==> src/host_rd_pkg.sv <==
// host read bridge package with line geometry, bridge limits and shared vector types
package host_rd_pkg;

    // =========================================================================
    // line and page geometry
    // =========================================================================

    // host byte addresses are 48 bits wide, the bridge only ever moves whole lines
    localparam int byte_addr_bits = 48;
    localparam int line_bytes = 64;
    // PCIe read requests must not cross this boundary
    localparam int page_bytes = 4096;
    localparam int lines_per_page = page_bytes / line_bytes;

    // =========================================================================
    // bridge limits
    // =========================================================================

    // largest read TLP, in lines
    localparam int max_payload_lines = 4;
    // reorder slots, one per outstanding line
    localparam int rob_depth = 16;
    localparam int max_burst_lines = 16;
    // accepted AFU requests whose data has not fully returned
    localparam int rsp_fifo_depth = 4;

    // =========================================================================
    // shared vector types
    // =========================================================================

    typedef logic [byte_addr_bits-$clog2(line_bytes)-1:0] line_addr_t;
    // burst and TLP lengths are both carried as lines minus one
    typedef logic [$clog2(max_burst_lines)-1:0] burst_len_t;
    typedef logic [$clog2(max_payload_lines)-1:0] tlp_len_t;
    typedef logic [$clog2(rob_depth)-1:0] rob_slot_t;
    // one extra bit so that a completely free buffer can be counted
    typedef logic [$clog2(rob_depth+1)-1:0] rob_count_t;
    typedef logic [3:0] rd_id_t;
    // one line of payload, narrowed to 64 bits in this model
    typedef logic [63:0] line_data_t;

    typedef enum logic [0:0] {
        split_idle,
        split_issue
    } split_state_t;

endpackage

==> src/host_rd_splitter.sv <==
// burst splitter that cuts AFU read bursts into page-safe read TLPs and reserves reorder slots
module host_rd_splitter
(
    input  logic                     clk,
    input  logic                     reset,

    // AFU read requests
    input  logic                     req_valid,
    output logic                     req_ready,
    input  host_rd_pkg::line_addr_t  req_addr,
    input  host_rd_pkg::burst_len_t  req_len,
    input  host_rd_pkg::rd_id_t      req_id,

    // slot reservation in the reorder buffer
    input  host_rd_pkg::rob_count_t  free_count,
    input  host_rd_pkg::rob_slot_t   alloc_slot,
    output logic                     alloc,
    output host_rd_pkg::rob_count_t  alloc_lines,

    // request record for the response sequencer
    input  logic                     rec_full,
    output logic                     rec_push,
    output host_rd_pkg::rd_id_t      rec_id,
    output host_rd_pkg::burst_len_t  rec_len,

    // read TLP strobe toward the host
    output logic                     tlp_valid,
    output host_rd_pkg::line_addr_t  tlp_addr,
    output host_rd_pkg::tlp_len_t    tlp_len,
    output host_rd_pkg::rob_slot_t   tlp_tag
);

    host_rd_pkg::split_state_t state;
    host_rd_pkg::split_state_t state_n;

    // address of the next line to request and lines still to be requested
    host_rd_pkg::line_addr_t cur_addr;
    host_rd_pkg::rob_count_t left;

    logic                    ready_q;
    logic                    accept;
    logic                    issue;
    logic [6:0]              page_room;
    host_rd_pkg::rob_count_t chunk;

    assign req_ready = ready_q;
    assign accept = req_valid && ready_q;

    // =========================================================================
    // chunk sizing
    // =========================================================================

    // lines from the current address up to the end of its 4 KB page, 1 to 64
    assign page_room = 7'(host_rd_pkg::lines_per_page)
                     - {1'b0, cur_addr[$clog2(host_rd_pkg::lines_per_page)-1:0]};

    always_comb
    begin
        // start from the TLP payload limit and shrink to the burst tail or page end
        chunk = host_rd_pkg::rob_count_t'(host_rd_pkg::max_payload_lines);
        if (left < chunk)
        begin
            chunk = left;
        end
        if (page_room < {2'b00, chunk})
        begin
            chunk = host_rd_pkg::rob_count_t'(page_room);
        end
    end

    // a chunk goes out only once every one of its lines has a slot to land in
    assign issue = (state == host_rd_pkg::split_issue) && (free_count >= chunk);

    assign tlp_valid = issue;
    assign tlp_addr = cur_addr;
    assign tlp_len = host_rd_pkg::tlp_len_t'(chunk - 1'b1);
    assign tlp_tag = alloc_slot;
    assign alloc = issue;
    assign alloc_lines = chunk;

    // the sequencer learns about the request as soon as it is taken
    assign rec_push = accept;
    assign rec_id = req_id;
    assign rec_len = req_len;

    // =========================================================================
    // state machine
    // =========================================================================

    always_comb
    begin
        state_n = state;
        if (accept)
        begin
            state_n = host_rd_pkg::split_issue;
        end
        else if (issue && (left == chunk))
        begin
            // last chunk of the burst
            state_n = host_rd_pkg::split_idle;
        end
    end

    always_ff @(posedge clk)
    begin
        if (reset)
        begin
            state <= host_rd_pkg::split_idle;
            ready_q <= 1'b0;
        end
        else
        begin
            state <= state_n;
            // rec_full can only rise through a push, and a push leaves idle anyway
            ready_q <= (state_n == host_rd_pkg::split_idle) && !rec_full;
        end
    end

    always_ff @(posedge clk)
    begin
        if (accept)
        begin
            cur_addr <= req_addr;
            left <= host_rd_pkg::rob_count_t'(req_len) + 1'b1;
        end
        else if (issue)
        begin
            cur_addr <= cur_addr + host_rd_pkg::line_addr_t'(chunk);
            left <= left - chunk;
        end
    end

endmodule

==> src/cpl_reorder_buf.sv <==
// reorder buffer that stores out-of-order completion lines by slot and hands them out in order
module cpl_reorder_buf
(
    input  logic                     clk,
    input  logic                     reset,

    // reservation from the splitter
    input  logic                     alloc,
    input  host_rd_pkg::rob_count_t  alloc_lines,
    output host_rd_pkg::rob_count_t  free_count,
    output host_rd_pkg::rob_slot_t   alloc_slot,

    // host completions, one line per strobe
    input  logic                     cpl_valid,
    input  host_rd_pkg::rob_slot_t   cpl_slot,
    input  host_rd_pkg::line_data_t  cpl_data,

    // in-order drain by the sequencer
    input  logic                     pop,
    output logic                     head_valid,
    output host_rd_pkg::line_data_t  head_data
);

    host_rd_pkg::line_data_t data_mem [host_rd_pkg::rob_depth];
    logic [host_rd_pkg::rob_depth-1:0] filled;

    host_rd_pkg::rob_slot_t  alloc_ptr;
    host_rd_pkg::rob_slot_t  head_ptr;
    host_rd_pkg::rob_count_t free_cnt;
    host_rd_pkg::rob_count_t free_nxt;

    assign free_count = free_cnt;
    assign alloc_slot = alloc_ptr;

    // the head line is ready only when its own completion has arrived
    assign head_valid = filled[head_ptr];
    assign head_data = data_mem[head_ptr];

    // =========================================================================
    // slot accounting
    // =========================================================================

    always_comb
    begin
        free_nxt = free_cnt;
        if (alloc)
        begin
            free_nxt = free_nxt - alloc_lines;
        end
        // a popped slot is returned one line at a time
        if (pop)
        begin
            free_nxt = free_nxt + 1'b1;
        end
    end

    always_ff @(posedge clk)
    begin
        if (reset)
        begin
            alloc_ptr <= '0;
            head_ptr <= '0;
            free_cnt <= host_rd_pkg::rob_count_t'(host_rd_pkg::rob_depth);
            filled <= '0;
        end
        else
        begin
            free_cnt <= free_nxt;
            // slots are handed out as a ring, so the pointer simply wraps
            if (alloc)
            begin
                alloc_ptr <= alloc_ptr + host_rd_pkg::rob_slot_t'(alloc_lines);
            end
            if (pop)
            begin
                filled[head_ptr] <= 1'b0;
                head_ptr <= head_ptr + 1'b1;
            end
            // a completion never targets the slot being popped, it is already full
            if (cpl_valid)
            begin
                filled[cpl_slot] <= 1'b1;
            end
        end
    end

    always_ff @(posedge clk)
    begin
        if (cpl_valid)
        begin
            data_mem[cpl_slot] <= cpl_data;
        end
    end

endmodule

==> src/rd_rsp_sequencer.sv <==
// response sequencer that drains the reorder buffer in order and tags beats with id and last
module rd_rsp_sequencer
(
    input  logic                     clk,
    input  logic                     reset,

    // one record per accepted AFU request
    input  logic                     rec_push,
    input  host_rd_pkg::rd_id_t      rec_id,
    input  host_rd_pkg::burst_len_t  rec_len,
    output logic                     rec_full,

    // head of the reorder buffer
    input  logic                     head_valid,
    input  host_rd_pkg::line_data_t  head_data,
    output logic                     pop,

    // AFU read responses
    input  logic                     rsp_ready,
    output logic                     rsp_valid,
    output host_rd_pkg::line_data_t  rsp_data,
    output host_rd_pkg::rd_id_t      rsp_id,
    output logic                     rsp_last
);

    // the occupancy count needs one more bit than the pointers to show a full FIFO
    typedef logic [$clog2(host_rd_pkg::rsp_fifo_depth)-1:0]   rec_ptr_t;
    typedef logic [$clog2(host_rd_pkg::rsp_fifo_depth+1)-1:0] rec_cnt_t;

    // record FIFO holding the id and length of every request still returning data
    host_rd_pkg::rd_id_t     id_mem  [host_rd_pkg::rsp_fifo_depth];
    host_rd_pkg::burst_len_t len_mem [host_rd_pkg::rsp_fifo_depth];

    rec_ptr_t                wr_ptr;
    rec_ptr_t                rd_ptr;
    rec_cnt_t                rec_cnt;
    logic                    rec_valid;
    logic                    xfer;
    logic                    rec_pop;

    // beats already returned for the oldest request
    host_rd_pkg::burst_len_t beat;

    assign rec_full = (rec_cnt == rec_cnt_t'(host_rd_pkg::rsp_fifo_depth));
    assign rec_valid = (rec_cnt != '0);

    // =========================================================================
    // response channel
    // =========================================================================

    // the head line always belongs to the oldest record, since records are pushed
    // before any of their TLPs are sent
    assign rsp_valid = head_valid && rec_valid;
    assign rsp_data = head_data;
    assign rsp_id = id_mem[rd_ptr];
    assign rsp_last = (beat == len_mem[rd_ptr]);

    assign xfer = rsp_valid && rsp_ready;
    assign pop = xfer;
    assign rec_pop = xfer && rsp_last;

    always_ff @(posedge clk)
    begin
        if (reset)
        begin
            wr_ptr <= '0;
            rd_ptr <= '0;
            rec_cnt <= '0;
            beat <= '0;
        end
        else
        begin
            if (rec_push)
            begin
                wr_ptr <= wr_ptr + 1'b1;
            end
            if (xfer)
            begin
                // the final beat retires the record and restarts the counter
                beat <= rsp_last ? '0 : beat + 1'b1;
            end
            if (rec_pop)
            begin
                rd_ptr <= rd_ptr + 1'b1;
            end
            rec_cnt <= rec_cnt + rec_cnt_t'(rec_push) - rec_cnt_t'(rec_pop);
        end
    end

    always_ff @(posedge clk)
    begin
        if (rec_push)
        begin
            id_mem[wr_ptr] <= rec_id;
            len_mem[wr_ptr] <= rec_len;
        end
    end

endmodule

==> src/host_rd_top.sv <==
// host memory read bridge top level joining splitter, reorder buffer and response sequencer
module host_rd_top
(
    input  logic                     clk,
    input  logic                     reset,

    // AFU read request channel
    input  logic                     req_valid,
    output logic                     req_ready,
    input  host_rd_pkg::line_addr_t  req_addr,
    input  host_rd_pkg::burst_len_t  req_len,
    input  host_rd_pkg::rd_id_t      req_id,

    // AFU read response channel
    output logic                     rsp_valid,
    input  logic                     rsp_ready,
    output host_rd_pkg::line_data_t  rsp_data,
    output host_rd_pkg::rd_id_t      rsp_id,
    output logic                     rsp_last,

    // read TLP requests, always accepted by the host
    output logic                     tlp_valid,
    output host_rd_pkg::line_addr_t  tlp_addr,
    output host_rd_pkg::tlp_len_t    tlp_len,
    output host_rd_pkg::rob_slot_t   tlp_tag,

    // completions, one line per strobe and never stalled
    input  logic                     cpl_valid,
    input  host_rd_pkg::rob_slot_t   cpl_slot,
    input  host_rd_pkg::line_data_t  cpl_data
);

    // =========================================================================
    // internal links
    // =========================================================================

    // splitter to reorder buffer
    logic                    alloc;
    host_rd_pkg::rob_count_t alloc_lines;
    host_rd_pkg::rob_count_t free_count;
    host_rd_pkg::rob_slot_t  alloc_slot;

    // splitter to sequencer
    logic                    rec_push;
    host_rd_pkg::rd_id_t     rec_id;
    host_rd_pkg::burst_len_t rec_len;
    logic                    rec_full;

    // sequencer to reorder buffer
    logic                    head_valid;
    host_rd_pkg::line_data_t head_data;
    logic                    pop;

    host_rd_splitter u_splitter
    (
        .clk         (clk),
        .reset       (reset),
        .req_valid   (req_valid),
        .req_ready   (req_ready),
        .req_addr    (req_addr),
        .req_len     (req_len),
        .req_id      (req_id),
        .free_count  (free_count),
        .alloc_slot  (alloc_slot),
        .alloc       (alloc),
        .alloc_lines (alloc_lines),
        .rec_full    (rec_full),
        .rec_push    (rec_push),
        .rec_id      (rec_id),
        .rec_len     (rec_len),
        .tlp_valid   (tlp_valid),
        .tlp_addr    (tlp_addr),
        .tlp_len     (tlp_len),
        .tlp_tag     (tlp_tag)
    );

    cpl_reorder_buf u_rob
    (
        .clk         (clk),
        .reset       (reset),
        .alloc       (alloc),
        .alloc_lines (alloc_lines),
        .free_count  (free_count),
        .alloc_slot  (alloc_slot),
        .cpl_valid   (cpl_valid),
        .cpl_slot    (cpl_slot),
        .cpl_data    (cpl_data),
        .pop         (pop),
        .head_valid  (head_valid),
        .head_data   (head_data)
    );

    rd_rsp_sequencer u_sequencer
    (
        .clk         (clk),
        .reset       (reset),
        .rec_push    (rec_push),
        .rec_id      (rec_id),
        .rec_len     (rec_len),
        .rec_full    (rec_full),
        .head_valid  (head_valid),
        .head_data   (head_data),
        .pop         (pop),
        .rsp_ready   (rsp_ready),
        .rsp_valid   (rsp_valid),
        .rsp_data    (rsp_data),
        .rsp_id      (rsp_id),
        .rsp_last    (rsp_last)
    );

endmodule

==> config.mk <==
export PLATFORM = sky130hd
export DESIGN_NAME = host_rd_top
export DESIGN_NICKNAME = d
export VERILOG_FILES = /design/src/host_rd_pkg.sv /design/src/host_rd_splitter.sv /design/src/cpl_reorder_buf.sv /design/src/rd_rsp_sequencer.sv /design/src/host_rd_top.sv
export SDC_FILE = /design/constraint.sdc
export NUM_CORES = 1
export LEC_CHECK = 0
export ABC_CLOCK_PERIOD_IN_PS = 18400
export CORE_UTILIZATION = 55
export CTS_CLUSTER_SIZE = 40
export DETAILED_ROUTE_END_ITERATION = 6
export DONT_BUFFER_PORTS = 1
export PLACE_DENSITY = 0.73
export RECOVER_POWER = 25
export SYNTH_ARGS = -nofsm -noshare
export SYNTH_HDL_FRONTEND = slang
export SYNTH_SLANG_ARGS = --single-unit
==> constraint.sdc <==
create_clock -name clk -period 18.4 [get_ports clk]
set_clock_uncertainty 0.15 [all_clocks]
set_input_delay 0.92 -clock clk [delete_from_list [all_inputs] [get_ports clk]]
set_output_delay 0.92 -clock clk [all_outputs]
set_load 0.05 [all_outputs]
# Yosys cells after proc, flatten, opt, wreduce, memory -nomap -nowiden
# Memory sizes are Yosys's and may differ from the RTL's. A register that Yosys moved wholly into a read port is not among the register bits.
# Index checks and enable logic that the tools add are counted.
[word_totals] output_inout_bits=120 n_memories=3 word_cells=85 register_bits=89 input_bits=123 ramBits=1056
[memory_table] memory="u_rob.data_mem" words=16 width=64 rd=1 rd_clocked_by_memory_dff=1 write_ports=1 line="cpl_reorder_buf.sv:24" source="host_rd_pkg::line_data_t data_mem [host_rd_pkg::rob_depth];"
[memory_table] memory="u_sequencer.id_mem" words=4 width=4 rd=1 rd_clocked_by_memory_dff=1 write_ports=1 line="rd_rsp_sequencer.sv:31" source="host_rd_pkg::rd_id_t id_mem [host_rd_pkg::rsp_fifo_depth];"
[memory_table] memory="u_sequencer.len_mem" words=4 width=4 rd=1 rd_clocked_by_memory_dff=1 write_ports=1 line="rd_rsp_sequencer.sv:32" source="host_rd_pkg::burst_len_t len_mem [host_rd_pkg::rsp_fifo_depth];"
[op_classes] addsub=14 bitwise_logic=4 n_reduce_logical=12 eq_ne=3 n_mux=30 n_lt_le_gt_ge=7
[op_table] op="$mux 42" count=2
[op_table] op="$mux 16" count=3
[op_table] op="$add 42x5->42" count=1
[op_table] op="$mux 5" count=6
[op_table] op="$and 16x16->16" count=1
[op_table] op="$not 16->16" count=1
[op_table] op="$or 16x16->16" count=1
[op_table] op="$mux 4" count=3
[op_table] op="$lt 4x5->1 const B" count=2
[op_table] op="$sub 5x5->5" count=2
[op_table] op="$logic_and 1x1->1" count=9
[op_table] op="$mux 1" count=9
[op_table] op="$add 4x1->4 const B" count=2
[op_table] op="$demux 1 s4" count=2
[op_table] op="$ge 4x1->1 const B" count=2
[op_table] op="$mux 2" count=4
[op_table] op="$lt 7x5->1" count=1
[op_table] op="$sub 7x6->7 const A" count=1
[op_table] op="$add 4x1->5 const B" count=1
[op_table] op="$add 5x1->5 const B" count=1
[op_table] op="$eq 5x5->1" count=1
[op_table] op="$ge 5x5->1" count=1
[op_table] op="$lt 5x3->1 const B" count=1
[op_table] op="$add 2x1->2 const B" count=2
[op_table] op="other kinds (11)" count=11

# Depth between registers and ports, before layout
# Gate-level depths: netlist (run 1).
[depth] ltp_word=11 mapped_depth=22 depth_no_buf=21

# Hierarchy
# From an unflattened synthesis (run 1), not the netlist that was laid out.
[hier_totals] cells_unflattened=2246 area_unflattened_um2=46417.0
[by_module_without_submodules] module="cpl_reorder_buf" instances=1 cells_per_inst=1633 area_per_inst_um2=40296.1 seq_area_each_um2=31410.1
[by_module_without_submodules] module="host_rd_splitter" instances=1 cells_per_inst=430 area_per_inst_um2=3813.7 seq_area_each_um2=1451.4
[by_module_without_submodules] module="rd_rsp_sequencer" instances=1 cells_per_inst=183 area_per_inst_um2=2307.2 seq_area_each_um2=1221.2

# Worst setup path after synthesis (run 1)
# No wires, ideal clock.
[synth_path] path_type="input to register" startpoint="input port cpl_slot[0]" endpoint="memory u_rob.data_mem[0][0] (netlist name) (enable)" stages=2 n_path_buf=1 arrival_ns=7.326 setup_slack_ns=10.270 setup_ns=0.654 t_required_ns=17.596 path_cell_list="clkbuf_1 nor4_1"
[synth_rtl] element="start: declaration" line="host_rd_top.sv:29" source="input host_rd_pkg::rob_slot_t cpl_slot,"
[synth_rtl] element="end: declaration" line="cpl_reorder_buf.sv:24"
# No word-level cell before the write port.

# Final worst setup path (run 1)
[layout_path] startpoint="register u_splitter.cur_addr[1], in the netlist u_splitter.tlp_addr[1]" endpoint="output port tlp_valid"
[layout_between] elab_chain_len=5
[layout_rtl] element="start: declaration" line="host_rd_splitter.sv:37" source="host_rd_pkg::line_addr_t cur_addr;"
[layout_rtl] element="start signal: assignment" line="host_rd_splitter.sv:123" source="cur_addr <= req_addr;"
[layout_rtl] element="start signal: assignment" line="host_rd_splitter.sv:128" source="cur_addr <= cur_addr + host_rd_pkg::line_addr_t'(chunk);"
[layout_rtl] element="$sub 7x6->7 (*)" line="host_rd_splitter.sv:55" source="- {1'b0, cur_addr[$clog2(host_rd_pkg::lines_per_page)-1:0]};"
[layout_rtl] element="$lt 7x5->1" line="host_rd_splitter.sv:65" source="if (page_room < {2'b00, chunk})"
[layout_rtl] element="$mux 5 (*)" line="host_rd_splitter.sv:65"
[layout_rtl] element="$ge 5x5->1 (*)" line="host_rd_splitter.sv:72" source="assign issue = (state == host_rd_pkg::split_issue) && (free_count >= chunk);"
[layout_rtl] element="$logic_and 1x1->1 (*)" line="host_rd_splitter.sv:72"
[layout_rtl] element="end: declaration" line="host_rd_top.sv:22" source="output logic tlp_valid,"
# Mark *: on every way between the ends. The rest lies on a longest branch, timed or not.

==> results of run 1 <==
[power breakdown]
part	leakage (uW)	switching (uW)	internal [uW]
combinational	0.00307	424	247
clock	0.00176	951	1250
sequential	0.0104	204	3010
total	0.0152	1580	4500
[stage by stage]
stage | cells | util | power (uW) | worst slack (ns)
finish | 3345 | 0.613 | 6080 | 11.68
floorplan | 2142 | - | 3770 | 10.27
global route | 3345 | 0.613 | 6300 | 11.23
global placement | 3135 | 0.570 | 3920 | 12.43
CTS | 3345 | 0.613 | 6110 | 11.66
detailed placement | 3135 | 0.570 | 3930 | 12.24
[flip-flops by register name (all words and copies together) (netlist names), named ones only]
signal                count
u_sequencer.len_mem      16
u_sequencer.wr_ptr        2
u_rob.alloc_slot          4
u_rob.head_ptr            4
u_sequencer.rec_cnt       3
u_splitter.left           5
u_rob.filled             16
u_splitter.tlp_addr      42
u_sequencer.beat          4
u_sequencer.rd_ptr        2
u_rob.free_count          5
u_splitter.state          1
u_splitter.req_ready      1
u_rob.data_mem         1024
u_sequencer.id_mem       16
[worst max-delay path, cell delays in order (launching register included)]
cell,delay [ns]
sky130_fd_sc_hd__edfxtp_1,0.78
sky130_fd_sc_hd__inv_1,0.10
sky130_fd_sc_hd__ha_1,0.25
sky130_fd_sc_hd__xnor2_1,0.15
sky130_fd_sc_hd__ha_1,0.26
sky130_fd_sc_hd__nor3_1,0.18
sky130_fd_sc_hd__nand3_1,0.16
sky130_fd_sc_hd__a221oi_4,0.65
sky130_fd_sc_hd__nor2_1,0.10
sky130_fd_sc_hd__a21oi_1,0.14
sky130_fd_sc_hd__buf_4,0.23
sky130_fd_sc_hd__inv_1,0.14
sky130_fd_sc_hd__ha_1,0.35
sky130_fd_sc_hd__nand2b_1,0.18
sky130_fd_sc_hd__a311oi_1,0.28
sky130_fd_sc_hd__o211a_1,0.19
sky130_fd_sc_hd__o22ai_1,0.11
sky130_fd_sc_hd__nand2_1,0.42
sky130_fd_sc_hd__inv_2,0.30
[cell families after synthesis]
group	count (synthesis)
AND/OR/NAND/NOR	260
adder cells (fa/ha/maj)	35
multiplexers	338
other	1
flip-flops	1151
XOR/XNOR	77
AO/OA/AOI/OAI	133
buffers and inverters	146
[per-layer routing]
| metal | part of all wire | vias to the layer above | track usage |
|---|---|---|---|
| li1 | - | 8961 | - |
| met1 | 0.38 | 11270 | 0.309 |
| met2 | 0.51 | 920 | 0.391 |
| met3 | 0.088 | 134 | 0.0609 |
| met4 | 0.020 | 0 | 0.0626 |
| met5 | 0 | - | 0 |
[worst paths after layout]
kind | endpoint | cells past startpoint | slack (ns) | startpoint
setup / recovery | tlp_valid | 18 | 11.68 | u_splitter.tlp_addr[1]
hold / removal | u_rob.data_mem[1][18] | 0 | 0.19 | cpl_data[18]
setup reg to reg | u_splitter.tlp_addr[35] | 18 | 12.22 | u_splitter.tlp_addr[1]
hold reg to reg | u_rob.filled[6] | 2 | 0.32 | u_rob.filled[6]
[cells in the final DEF, fill, tap and decap left out, drive strengths merged, types with 5 or more instances in the layout]
| cell | Yosys | routed |
|---|---|---|
| edfxtp | 1103 | 1103 |
| mux4 | 333 | 333 |
| clkbuf | 70 | 142 |
| nand2 | 97 | 97 |
| clkinv | 0 | 71 |
| o21ai | 58 | 58 |
| xnor2 | 56 | 56 |
| dfxtp | 48 | 48 |
| nor2 | 40 | 40 |
| a21oi | 40 | 40 |
| ha | 32 | 32 |
| inv | 41 | 30 |
| buf | 35 | 28 |
| xor2 | 21 | 21 |
| nand3 | 19 | 19 |
| nor3 | 18 | 18 |
| and3 | 12 | 12 |
| nor4 | 11 | 11 |
| nand4 | 10 | 10 |
| or3 | 10 | 10 |
| nand2b | 9 | 9 |
| or2 | 6 | 6 |
| nor3b | 6 | 6 |
| and2 | 6 | 6 |
| o211ai | 5 | 5 |
| nor2b | 5 | 5 |
| bufinv | 0 | 5 |
[cell type report]
| type | count | area, sq um | share of cell area |
|---|---|---|---|
| Inverter | 41 | 171 | 0.00341 |
| Timing Repair Buffer | 28 | 223 | 0.00444 |
| Multi-Input combinational cell | 845 | 10800 | 0.215 |
| Clock buffer | 142 | 3060 | 0.0610 |
| Tap cell | 1070 | 1340 | 0.0267 |
| Clock inverter | 68 | 505 | 0.0101 |
| Sequential cell | 1151 | 34100 | 0.679 |
==> Flow_metrics.wiki, run 1 <==
{| class="wikitable"
! Metric !! Value
|-
| Via count of the first global-routing pass || 22318
|-
| Leakage || 0.0152 uW
|-
| WP data arrival || between 5 and 6 ns
|-
| First drt pass iteration count || 5
|-
| Most area-consuming cells after synthesis || sky130_fd_sc_hd__edfxtp_1 73%, sky130_fd_sc_hd__mux4_2 17%, sky130_fd_sc_hd__dfxtp_1 2.1%
|-
| Post-Route Setup TNS || 0 ns
|-
| Number of max-cap violations || 0
|-
| Post-Synthesis Cells || approximately 2100
|-
| Clock tree root driver cell || sky130_fd_sc_hd__clkbuf_16
|-
| Number of buffers created by CTS || 114
|-
| Yosys top cell by area || sky130_fd_sc_hd__edfxtp_1
|-
| Remaining antenna violation count after routing || 0
|-
| Synthesized-area fraction occupied by xor and xnor cells || 0.0148
|-
| Main combinational cell family by area after synthesis || multiplexers
|-
| Final setup fails || 0
|-
| Hold Path Class || primary input to flip-flop
|-
| Final hold violation count || 0
|-
| Type of element launching the critical path || flip-flop
|-
| Max-Slew Margin vs Limit || 0.216
|-
| DRC marker count from the first detailed-route iteration || 1883
|-
| Run status || complete, no violations
|-
| Ys Warns || 0
|-
| Portion of netlist area occupied by mux cells || 0.166
|-
| Proportion of layout cells with a drive suffix above 1 || 0.251
|-
| Vias after detailed routing || roughly 21000
|-
| Post-cts hold buffer count || 0
|-
| Count leader, synth || sky130_fd_sc_hd__edfxtp_1
|-
| Post-route DRC violation count || 0
|-
| Asr flop ratio synth || 0
|-
| Overall routed net length || slightly below 100000 um
|-
| Final Critical Period || between 6 and 7 ns
|-
| Area added between synthesis and finish || 10.5%
|-
| Area share of the leading cell type in the synthesized netlist || 0.729
|-
| Number of flops mapped to enable cells by yosys || 1103
|-
| Mean post-synth cell area || 21.2 sq um
|-
| Crit-path max FO || 14
|-
| Total of flip-flops plus latches after synthesis || 1151
|-
| Post-detailed-route via-to-cell ratio || around 6.4
|-
| Wire length of the first global-routing pass || 143000 um
|-
| Type of destination of the critical path || output pin
|-
| Starting density of the core || 0.555
|-
| Half-perimeter wire length after placement || 49500 um
|-
| Final routed wire length divided by cell count || around 29 um
|-
| Number of I/O port buffers || 0
|-
| Nets@finish || 2337
|-
| Worst voltage drop across the vdd grid || around 0.21 mV
|-
| Post-synthesis compound-gate area fraction || 0.0176
|-
| Data required time of the critical path || 17.33 ns
|-
| Maximum number of pins on one net before global-route repair || 117
|-
| Row count || 105
|-
| CTS tree || built
|-
| Synth cell count leaders || 1103 x sky130_fd_sc_hd__edfxtp_1, 333 x sky130_fd_sc_hd__mux4_2, 97 x sky130_fd_sc_hd__nand2_1
|-
| Post-CTS setup repair buffer count || 0
|-
| Deepest clock path buffer count || 3
|-
| Cell area after synthesis || 45400 sq um
|-
| Count of pins over their slew limit || 0
|-
| Die height || 289 um
|-
| Fillers || 5465
|-
| Ports || 243
|-
| Maximum achievable frequency || approximately 0.15 GHz
|-
| Register area share after synthesis || 0.750
|-
| Cell area after layout || around 50000 sq um
|-
| Global-route usage over all layers || 0.235
|-
| Die Outline Area || 83800 sq um
|-
| Count of cells resized by post-cts repair || 0
|-
| Placer congestion estimate || 0.866
|-
| Antenna diodes || 0
|-
| Total placed instance area || 46600 sq um
|-
| Share of synthesized cell area in full adder, half adder and majority cells || 0.00969
|-
| Core Box Area || 81800 sq um
|-
| Clock latency reported for the late side of the worst-skew pair || 0.67 ns
|-
| CTS sink cnt || 1151
|-
| Register clock-pin slew on the reported worst setup and hold paths || 0.06 ns
|-
| Transition time of the tightest slew-check pin || around 1.2 ns
|-
| Prevailing post-synth register cell || sky130_fd_sc_hd__edfxtp_1
|-
| Portion of the clock cycle consumed by the worst path in the final layout || 0.365
|-
| Level count of the clock H-tree || 3
|-
| Initial antenna violation count || 0
|-
| RSZ-0062 raised after global routing || no
|-
| Number of different library cells in the post-synthesis netlist || 65
|-
| Area fraction in and, or, nand and nor cells after synthesis || 0.0289
|-
| Worst hold slack after final layout || 0.190 ns
|-
| Power density cells || ~120 nW/um^2
|-
| Total congestion overflow || 0
|-
| Horizontal die dimension || 289 um
|-
| Crit Path Class || flip-flop to output pin
|}
No activity file was read; power rests on OpenSTA's default activity.
==> run 2, diff against run 1 <==
--- a/config.mk
+++ b/config.mk
@@ -5,7 +5,7 @@
 export SDC_FILE = /design/constraint.sdc
 export NUM_CORES = 1
 export LEC_CHECK = 0
-export ABC_CLOCK_PERIOD_IN_PS = 18400
+export ABC_CLOCK_PERIOD_IN_PS = 6700
 export CORE_UTILIZATION = 55
 export CTS_CLUSTER_SIZE = 40
 export DETAILED_ROUTE_END_ITERATION = 6
==> constraint.sdc (replaced) <==
create_clock -name clk -period 6.7 [get_ports clk]
set_clock_uncertainty 0.15 [all_clocks]
set_input_delay 0.335 -clock clk [delete_from_list [all_inputs] [get_ports clk]]
set_output_delay 0.335 -clock clk [all_outputs]
set_load 0.05 [all_outputs]
==> Flow_metrics.wiki, run 2 (synthesis gave the netlist of run 1 again) <==
{| class="wikitable"
! Metric !! Value
|-
| Overall power consumption || 17200 uW (was 6080 uW)
|-
| Area added between synthesis and finish || 14.0% (was 10.5%)
|-
| Placer congestion estimate || 0.871 (was 0.866)
|-
| CTS tree || built (unchanged)
|-
| Vias after detailed routing || 21960 (was 21285)
|-
| Number of max-cap violations || 0 (unchanged)
|-
| Half-perimeter wire length after placement || 51000 um (was 49500 um)
|-
| Die Outline Area || 83800 sq um (unchanged)
|-
| Count of pins over their slew limit || 0 (unchanged)
|-
| Post-CTS setup repair buffer count || 0 (unchanged)
|-
| Crit Path Class || flip-flop to output pin (unchanged)
|-
| Total congestion overflow || 0 (unchanged)
|-
| Wire length of the first global-routing pass || 146000 um (was 143000 um)
|-
| Row count || 105 (unchanged)
|-
| Dpl ws || 0.752 ns (was 12.24 ns)
|-
| Post-detailed-route via-to-cell ratio || 6.32 (was 6.36)
|-
| Worst path bufs/invs || 4 (unchanged)
|-
| Global-route usage over all layers || 0.240 (was 0.235)
|-
| Die height || 289 um (unchanged)
|-
| Max-Slew Margin vs Limit || 0.265 (was 0.216)
|-
| Transition time of the tightest slew-check pin || 1.09 ns (was 1.17 ns)
|-
| Max reg flops || 1024 (unchanged)
|-
| Horizontal die dimension || 289 um (unchanged)
|-
| CTS sink cnt || 1151 (unchanged)
|-
| Number of I/O port buffers || 0 (unchanged)
|-
| WP data arrival || 5.71 ns (was 5.65 ns)
|-
| Run status || complete, no violations (unchanged)
|-
| Count of cells resized by post-cts repair || 0 (unchanged)
|-
| Register-to-register path setup slack || 0.64 ns (was 12.22 ns)
|-
| Number of buffers created by CTS || 112 (was 114)
|-
| Via count of the first global-routing pass || 22810 (was 22318)
|-
| Slowest stage cell, crit path || sky130_fd_sc_hd__edfxtp_1 (unchanged)
|-
| Leakage || 0.0158 uW (was 0.0152 uW)
|-
| Clock tree root driver cell || sky130_fd_sc_hd__clkbuf_16 (unchanged)
|-
| Hold Path Class || primary input to flip-flop (unchanged)
|-
| Final routed wire length divided by cell count || 28.6 um (was 28.8 um)
|-
| Type of destination of the critical path || output pin (unchanged)
|-
| Commonest cells after routing, fill and taps aside || 1103 x sky130_fd_sc_hd__edfxtp_1, 333 x sky130_fd_sc_hd__mux4_2, 131 x sky130_fd_sc_hd__dlygate4sd3_1 (was 1103 x sky130_fd_sc_hd__edfxtp_1, 333 x sky130_fd_sc_hd__mux4_2, 116 x sky130_fd_sc_hd__clkbuf_16)
|-
| Crit-path max FO || 14 (unchanged)
|-
| Cell occurring most often along the worst timing path || sky130_fd_sc_hd__ha_1 (unchanged)
|-
| Nets@finish || 2469 (was 2337)
|-
| Final setup fails || 0 (unchanged)
|-
| Cell area after layout || 51800 sq um (was 50200 sq um)
|-
| Deepest clock path buffer count || 3 (unchanged)
|-
| Crit-path max cell delay || 0.76 ns (was 0.78 ns)
|-
| Register clock-pin slew on the reported worst setup and hold paths || 0.06 ns (about the same)
|-
| Overall routed net length || 99400 um (was 96500 um)
|-
| Final WS setup || 0.508 ns (was 11.68 ns)
|-
| RSZ-0062 raised after global routing || no (unchanged)
|-
| First drt pass iteration count || 5 (unchanged)
|-
| Worst voltage drop across the vdd grid || 0.566 mV (was 0.205 mV)
|-
| Most flop-heavy register || u_rob.data_mem (unchanged)
|-
| DRC marker count from the first detailed-route iteration || 2218 (was 1883)
|-
| Ports || 243 (unchanged)
|-
| Starting density of the core || 0.555 (unchanged)
|-
| Power density cells || 332 nW/um^2 (was 121 nW/um^2)
|-
| Cell-by-cell listing of the critical path || inv_1, ha_1, xnor2_1, ha_1, nor3_1, nand3_1, a221oi_4, nor2_1, a21oi_1, buf_4, inv_1, ha_1, nand2b_1, a311oi_1, o211a_1, o22ai_1, nand2_1, inv_2 (unchanged)
|-
| Final Critical Period || 6.19 ns
|-
| Proportion of layout cells with a drive suffix above 1 || 0.234 (was 0.251)
|-
| Level count of the clock H-tree || 3 (unchanged)
|-
| Type of element launching the critical path || flip-flop (unchanged)
|-
| Core Box Area || 81800 sq um (unchanged)
|-
| Maximum achievable frequency || 0.162 GHz
|-
| Maximum number of pins on one net before global-route repair || 107 (was 117)
|-
| Total placed instance area || 46700 sq um (was 46600 sq um)
|-
| Most common cell after layout, fill and taps aside || sky130_fd_sc_hd__edfxtp_1 (unchanged)
|-
| Clock latency reported for the late side of the worst-skew pair || 0.70 ns (was 0.67 ns)
|-
| Final hold violation count || 0 (unchanged)
|-
| Initial antenna violation count || 7 (was 0)
|-
| Post-route DRC violation count || 0 (unchanged)
|-
| Remaining antenna violation count after routing || 0 (unchanged)
|-
| Data required time of the critical path || 6.21 ns (was 17.33 ns)
|-
| Worst hold slack after final layout || 0.0623 ns (was 0.190 ns)
|-
| Portion of the clock cycle consumed by the worst path in the final layout || 0.924
|-
| Critical path's top delay family || compound AO/OA/AOI/OAI gates (unchanged)
|}
-- run 2: repair_timing --
action | CTS | global route
hold endpoints to repair | 1169 | 0
hold buffers | 132 | 0
endpoints found under the setup margin | 0 | 0
-- run 2: routing by layer --
| layer | vias up | part of all wire | track usage |
|---|---|---|---|
| li1 | 9230 | - | - |
| met3 | 150 | 0.075 | 0.0438 |
| met1 | 11639 | 0.39 | 0.323 |
| met5 | - | 0.00086 | 0 |
| met2 | 927 | 0.52 | 0.407 |
| met4 | 14 | 0.018 | 0.0642 |
-- run 2: final timing paths --
path | from | to | depth (start not counted)
max | u_splitter.tlp_addr[0] | tlp_valid | 18
min | cpl_slot[0] | u_rob.data_mem[2][60] | 2
max reg2reg | u_splitter.tlp_addr[0] | u_rob.free_count[4] | 21
min reg2reg | u_rob.filled[14] | u_rob.filled[14] | 2
-- run 2: power breakdown --
part / switching [uW] / total [uW] / leakage, uW / internal, uW
logic: 1300 / 2030 / 0.00364 / 734
registers: 563 / 8810 / 0.0104 / 8250
clock network: 2690 / 6340 / 0.00180 / 3650
-- run 2: final cells by class --
cell class / instances / area, sq um
diodes: 1 / 2.50
clock buffers: 139 / 2910
clock inverters: 68 / 833
fillers: 5330 / 30100
inverters: 41 / 171
multi-input cells: 845 / 10800
flip-flops and latches: 1151 / 34100
well taps: 1070 / 1340
repair buffers: 162 / 1610
-- run 2: metrics by stage --
step                      setup TNS (ns)   util  std cells
final                                  0  0.633       3477
after global routing                   0  0.633       3476
after CTS                              0  0.633       3476
after detailed placement               0  0.570       3137
after global placement                 0  0.570       3137
after floorplan                  -109.30      -       2142
==> run 3, diff against run 2 <==
--- a/config.mk
+++ b/config.mk
@@ -7,6 +7,7 @@
 export LEC_CHECK = 0
 export ABC_CLOCK_PERIOD_IN_PS = 6700
 export CORE_UTILIZATION = 55
+export CTS_BUF_LIST = sky130_fd_sc_hd__clkbuf_8
 export CTS_CLUSTER_SIZE = 40
 export DETAILED_ROUTE_END_ITERATION = 6
 export DONT_BUFFER_PORTS = 1
==> Flow_metrics.wiki, run 3 (synthesis gave the netlist of run 1 again) <==
{| class="wikitable"
! Metric !! Value
|-
| Crit-path max cell delay || 0.76 ns (about the same)
|-
| Total congestion overflow || 0 (unchanged)
|-
| Fillers || 5403 (was 5330)
|-
| DRC marker count from the first detailed-route iteration || 2133 (was 2218)
|-
| Global-route usage over all layers || 0.238 (was 0.240)
|-
| Final Critical Period || 6.09 ns (was 6.19 ns)
|-
| Post-route DRC violation count || 0 (unchanged)
|-
| Placed cell count || 3137 (unchanged)
|-
| Number of I/O port buffers || 0 (unchanged)
|-
| Number of buffers created by CTS || 177 (was 112)
|-
| Leakage || 0.0159 uW (was 0.0158 uW)
|-
| Max-Slew Margin vs Limit || 0.266 (was 0.265)
|-
| Wire length of the first global-routing pass || 145000 um (was 146000 um)
|-
| WP data arrival || 5.60 ns (was 5.71 ns)
|-
| Number of max-cap violations || 0 (unchanged)
|-
| Post-layout utilization of the core || 0.628 (was 0.633)
|-
| Placer congestion estimate || 0.871 (unchanged)
|-
| Final setup fails || 0 (unchanged)
|-
| RSZ-0062 raised after global routing || no (unchanged)
|-
| Hold-critical path endpoint || u_sequencer.id_mem[3][2] (was u_rob.data_mem[2][60])
|-
| Post-route non-filler standard cell count || 3599 (was 3477)
|-
| Cell-by-cell listing of the critical path || inv_1, ha_1, xnor2_1, ha_1, nor3_1, nand3_1, a221oi_4, nor2_1, a21oi_1, buf_4, inv_1, ha_1, nand2b_1, a311oi_1, o211a_1, o22ai_1, nand2_1, inv_2 (unchanged)
|-
| Overall routed net length || 98200 um (was 99400 um)
|-
| Worst Reg2Reg Path Length in Cells || 21 (unchanged)
|-
| Count of pins over their slew limit || 0 (unchanged)
|-
| Type of element launching the critical path || flip-flop (unchanged)
|-
| Worst path bufs/invs || 4 (unchanged)
|-
| Most common cell after layout, fill and taps aside || sky130_fd_sc_hd__edfxtp_1 (unchanged)
|-
| Power density cells || 317 nW/um^2 (was 332 nW/um^2)
|-
| Ports || 243 (unchanged)
|-
| Starting density of the core || 0.555 (unchanged)
|-
| Via count of the first global-routing pass || 23117 (was 22810)
|-
| First drt pass iteration count || 6 (was 5)
|-
| Level count of the clock H-tree || 4 (was 3)
|-
| Vias after detailed routing || 22215 (was 21960)
|-
| Core Box Area || 81800 sq um (unchanged)
|-
| Die height || 289 um (unchanged)
|-
| Start point of the worst min-delay path || req_id[2] (was cpl_slot[0])
|-
| Crit Path Class || flip-flop to output pin (unchanged)
|-
| Cell occurring most often along the worst timing path || sky130_fd_sc_hd__ha_1 (unchanged)
|-
| Remaining antenna violation count after routing || 0 (unchanged)
|-
| Commonest cells after routing, fill and taps aside || 1103 x sky130_fd_sc_hd__edfxtp_1, 333 x sky130_fd_sc_hd__mux4_2, 181 x sky130_fd_sc_hd__clkbuf_8 (was 1103 x sky130_fd_sc_hd__edfxtp_1, 333 x sky130_fd_sc_hd__mux4_2, 131 x sky130_fd_sc_hd__dlygate4sd3_1)
|-
| Slowest stage cell, crit path || sky130_fd_sc_hd__edfxtp_1 (unchanged)
|-
| Horizontal die dimension || 289 um (unchanged)
|-
| Clock latency reported for the late side of the worst-skew pair || 0.83 ns (was 0.70 ns)
|-
| Register clock-pin slew on the reported worst setup and hold paths || 0.06 ns (about the same)
|-
| Register-to-register path setup slack || 0.93 ns (was 0.64 ns)
|-
| CTS sink cnt || 1151 (unchanged)
|-
| Proportion of layout cells with a drive suffix above 1 || 0.249 (was 0.234)
|-
| Portion of the clock cycle consumed by the worst path in the final layout || 0.908 (was 0.924)
|-
| Area added between synthesis and finish || 13.1% (was 14.0%)
|-
| CTS tree || built (unchanged)
|-
| Final routed wire length divided by cell count || 27.3 um (was 28.6 um)
|-
| Row count || 105 (unchanged)
|-
| FF-to-FF Start || u_splitter.tlp_addr[0] (unchanged)
|-
| Data required time of the critical path || 6.21 ns (about the same)
|-
| Hold Path Class || primary input to flip-flop (unchanged)
|-
| Critical path's top delay family || compound AO/OA/AOI/OAI gates (unchanged)
|-
| Transition time of the tightest slew-check pin || 1.09 ns (about the same)
|-
| Clock tree root driver cell || sky130_fd_sc_hd__clkbuf_8 (was sky130_fd_sc_hd__clkbuf_16)
|-
| Worst hold path depth || 1 (was 2)
|-
| Final hold violation count || 0 (unchanged)
|-
| Run status || complete, no violations (unchanged)
|-
| Half-perimeter wire length after placement || 51000 um (unchanged)
|-
| Die Outline Area || 83800 sq um (unchanged)
|-
| Maximum achievable frequency || 0.164 GHz (was 0.162 GHz)
|-
| Post-detailed-route via-to-cell ratio || 6.17 (was 6.32)
|-
| Final WS setup || 0.614 ns (was 0.508 ns)
|-
| Reg-to-reg endpoint || u_rob.free_count[4] (unchanged)
|-
| Type of destination of the critical path || output pin (unchanged)
|-
| Worst voltage drop across the vdd grid || 0.567 mV (was 0.566 mV)
|-
| Dpl ws || 0.752 ns (unchanged)
|-
| Crit-path max FO || 14 (unchanged)
|-
| Most flop-heavy register || u_rob.data_mem (unchanged)
|-
| Max reg flops || 1024 (unchanged)
|-
| Nets@finish || 2534 (was 2469)
|-
| Deepest clock path buffer count || 3 (unchanged)
|-
| Maximum number of pins on one net before global-route repair || 107 (unchanged)
|-
| Initial antenna violation count || 8 (was 7)
|}
run 3: cell types whose count changed in the layout (fill, tap and decap cells not counted), sizes merged:
| cell | change |
|---|---|
| dlygate4sd3 | -1 |
| buf | +1 |
| clkinv | +22 |
| bufinv | -10 |
| diode | +5 |
| clkinvlp | -4 |
| inv | +67 |
| clkbuf | +42 |
run 3: stage by stage:
stage	cell area, sq um	total power (uW)	hold WS (ns)	TNS (ns)
2_1_floorplan	45400	10400	0.284	-109.30
3_3_place_gp	46700	10700	0.259	0
3_5_place_dp	46700	10800	0.263	0
4_1_cts	51300	16400	0.000517	0
5_1_grt	51400	16900	0.0357	0
6_report	51400	16300	0.0839	0
run 3: worst max-delay path by stage:
stage | from | end | slack (ns) | cells past startpoint
6_report | u_splitter.tlp_addr[0] | tlp_valid | 0.61 | 18
5_1_grt | u_splitter.left[3] | tlp_valid | 0.15 | 18
4_1_cts | u_splitter.tlp_addr[1] | tlp_valid | 0.33 | 18
3_5_place_dp | u_splitter.tlp_addr[1] | u_rob.free_count[4] | 0.75 | 21
3_3_place_gp | u_splitter.tlp_addr[1] | u_rob.free_count[4] | 0.93 | 21
2_1_floorplan | cpl_slot[0] | u_rob.data_mem[0][0] | -0.85 | 2
run 3: worst reg2reg max path, stage by stage (launching register included):
cell                       delay (ns)
sky130_fd_sc_hd__edfxtp_1        0.76
sky130_fd_sc_hd__inv_1           0.13
sky130_fd_sc_hd__ha_1            0.28
sky130_fd_sc_hd__xnor2_1         0.15
sky130_fd_sc_hd__ha_1            0.26
sky130_fd_sc_hd__nor3_1          0.21
sky130_fd_sc_hd__nand3_1         0.15
sky130_fd_sc_hd__a221oi_4        0.42
sky130_fd_sc_hd__nor2_1          0.07
sky130_fd_sc_hd__a21oi_1         0.12
sky130_fd_sc_hd__buf_4           0.23
sky130_fd_sc_hd__inv_1           0.14
sky130_fd_sc_hd__ha_1            0.36
sky130_fd_sc_hd__nand2b_1        0.18
sky130_fd_sc_hd__a311oi_1        0.27
sky130_fd_sc_hd__o211a_1         0.19
sky130_fd_sc_hd__o22ai_1         0.11
sky130_fd_sc_hd__nand2_1         0.43
sky130_fd_sc_hd__inv_2           0.31
sky130_fd_sc_hd__o22a_1          0.29
sky130_fd_sc_hd__a211oi_2        0.27
sky130_fd_sc_hd__mux2i_1         0.22
run 3: layout make-up:
cell class	instances	area, sq um	area share
Sequential cell	1151	34100	0.664
Multi-Input combinational cell	845	10800	0.210
Clock buffer	181	2490	0.0485
Timing Repair Buffer	162	1600	0.0312
Tap cell	1070	1340	0.0261
Clock inverter	143	833	0.0162
Inverter	41	171	0.00334
Antenna cell	6	15.0	0.000292
run 3: routing by layer:
metal	wire, um	track usage	vias to the layer above
met3	7740	0.0539	177
met4	2060	0.0705	10
met1	38100	0.315	11676
met2	50200	0.399	958
met5	59	0	-
li1	-	-	9394
run 3: timing repair:
item	4_1_cts	5_1_grt
setup endpoints to repair	0	1
buffers inserted	0	1
endpoints found under the hold margin	1238	0
hold buffers	131	0
resized for setup	0	0
run 3: where the power goes:
part / switching (uW) / internal [uW]
clock: 2720 / 2720
combinational: 1280 / 741
sequential: 561 / 8250
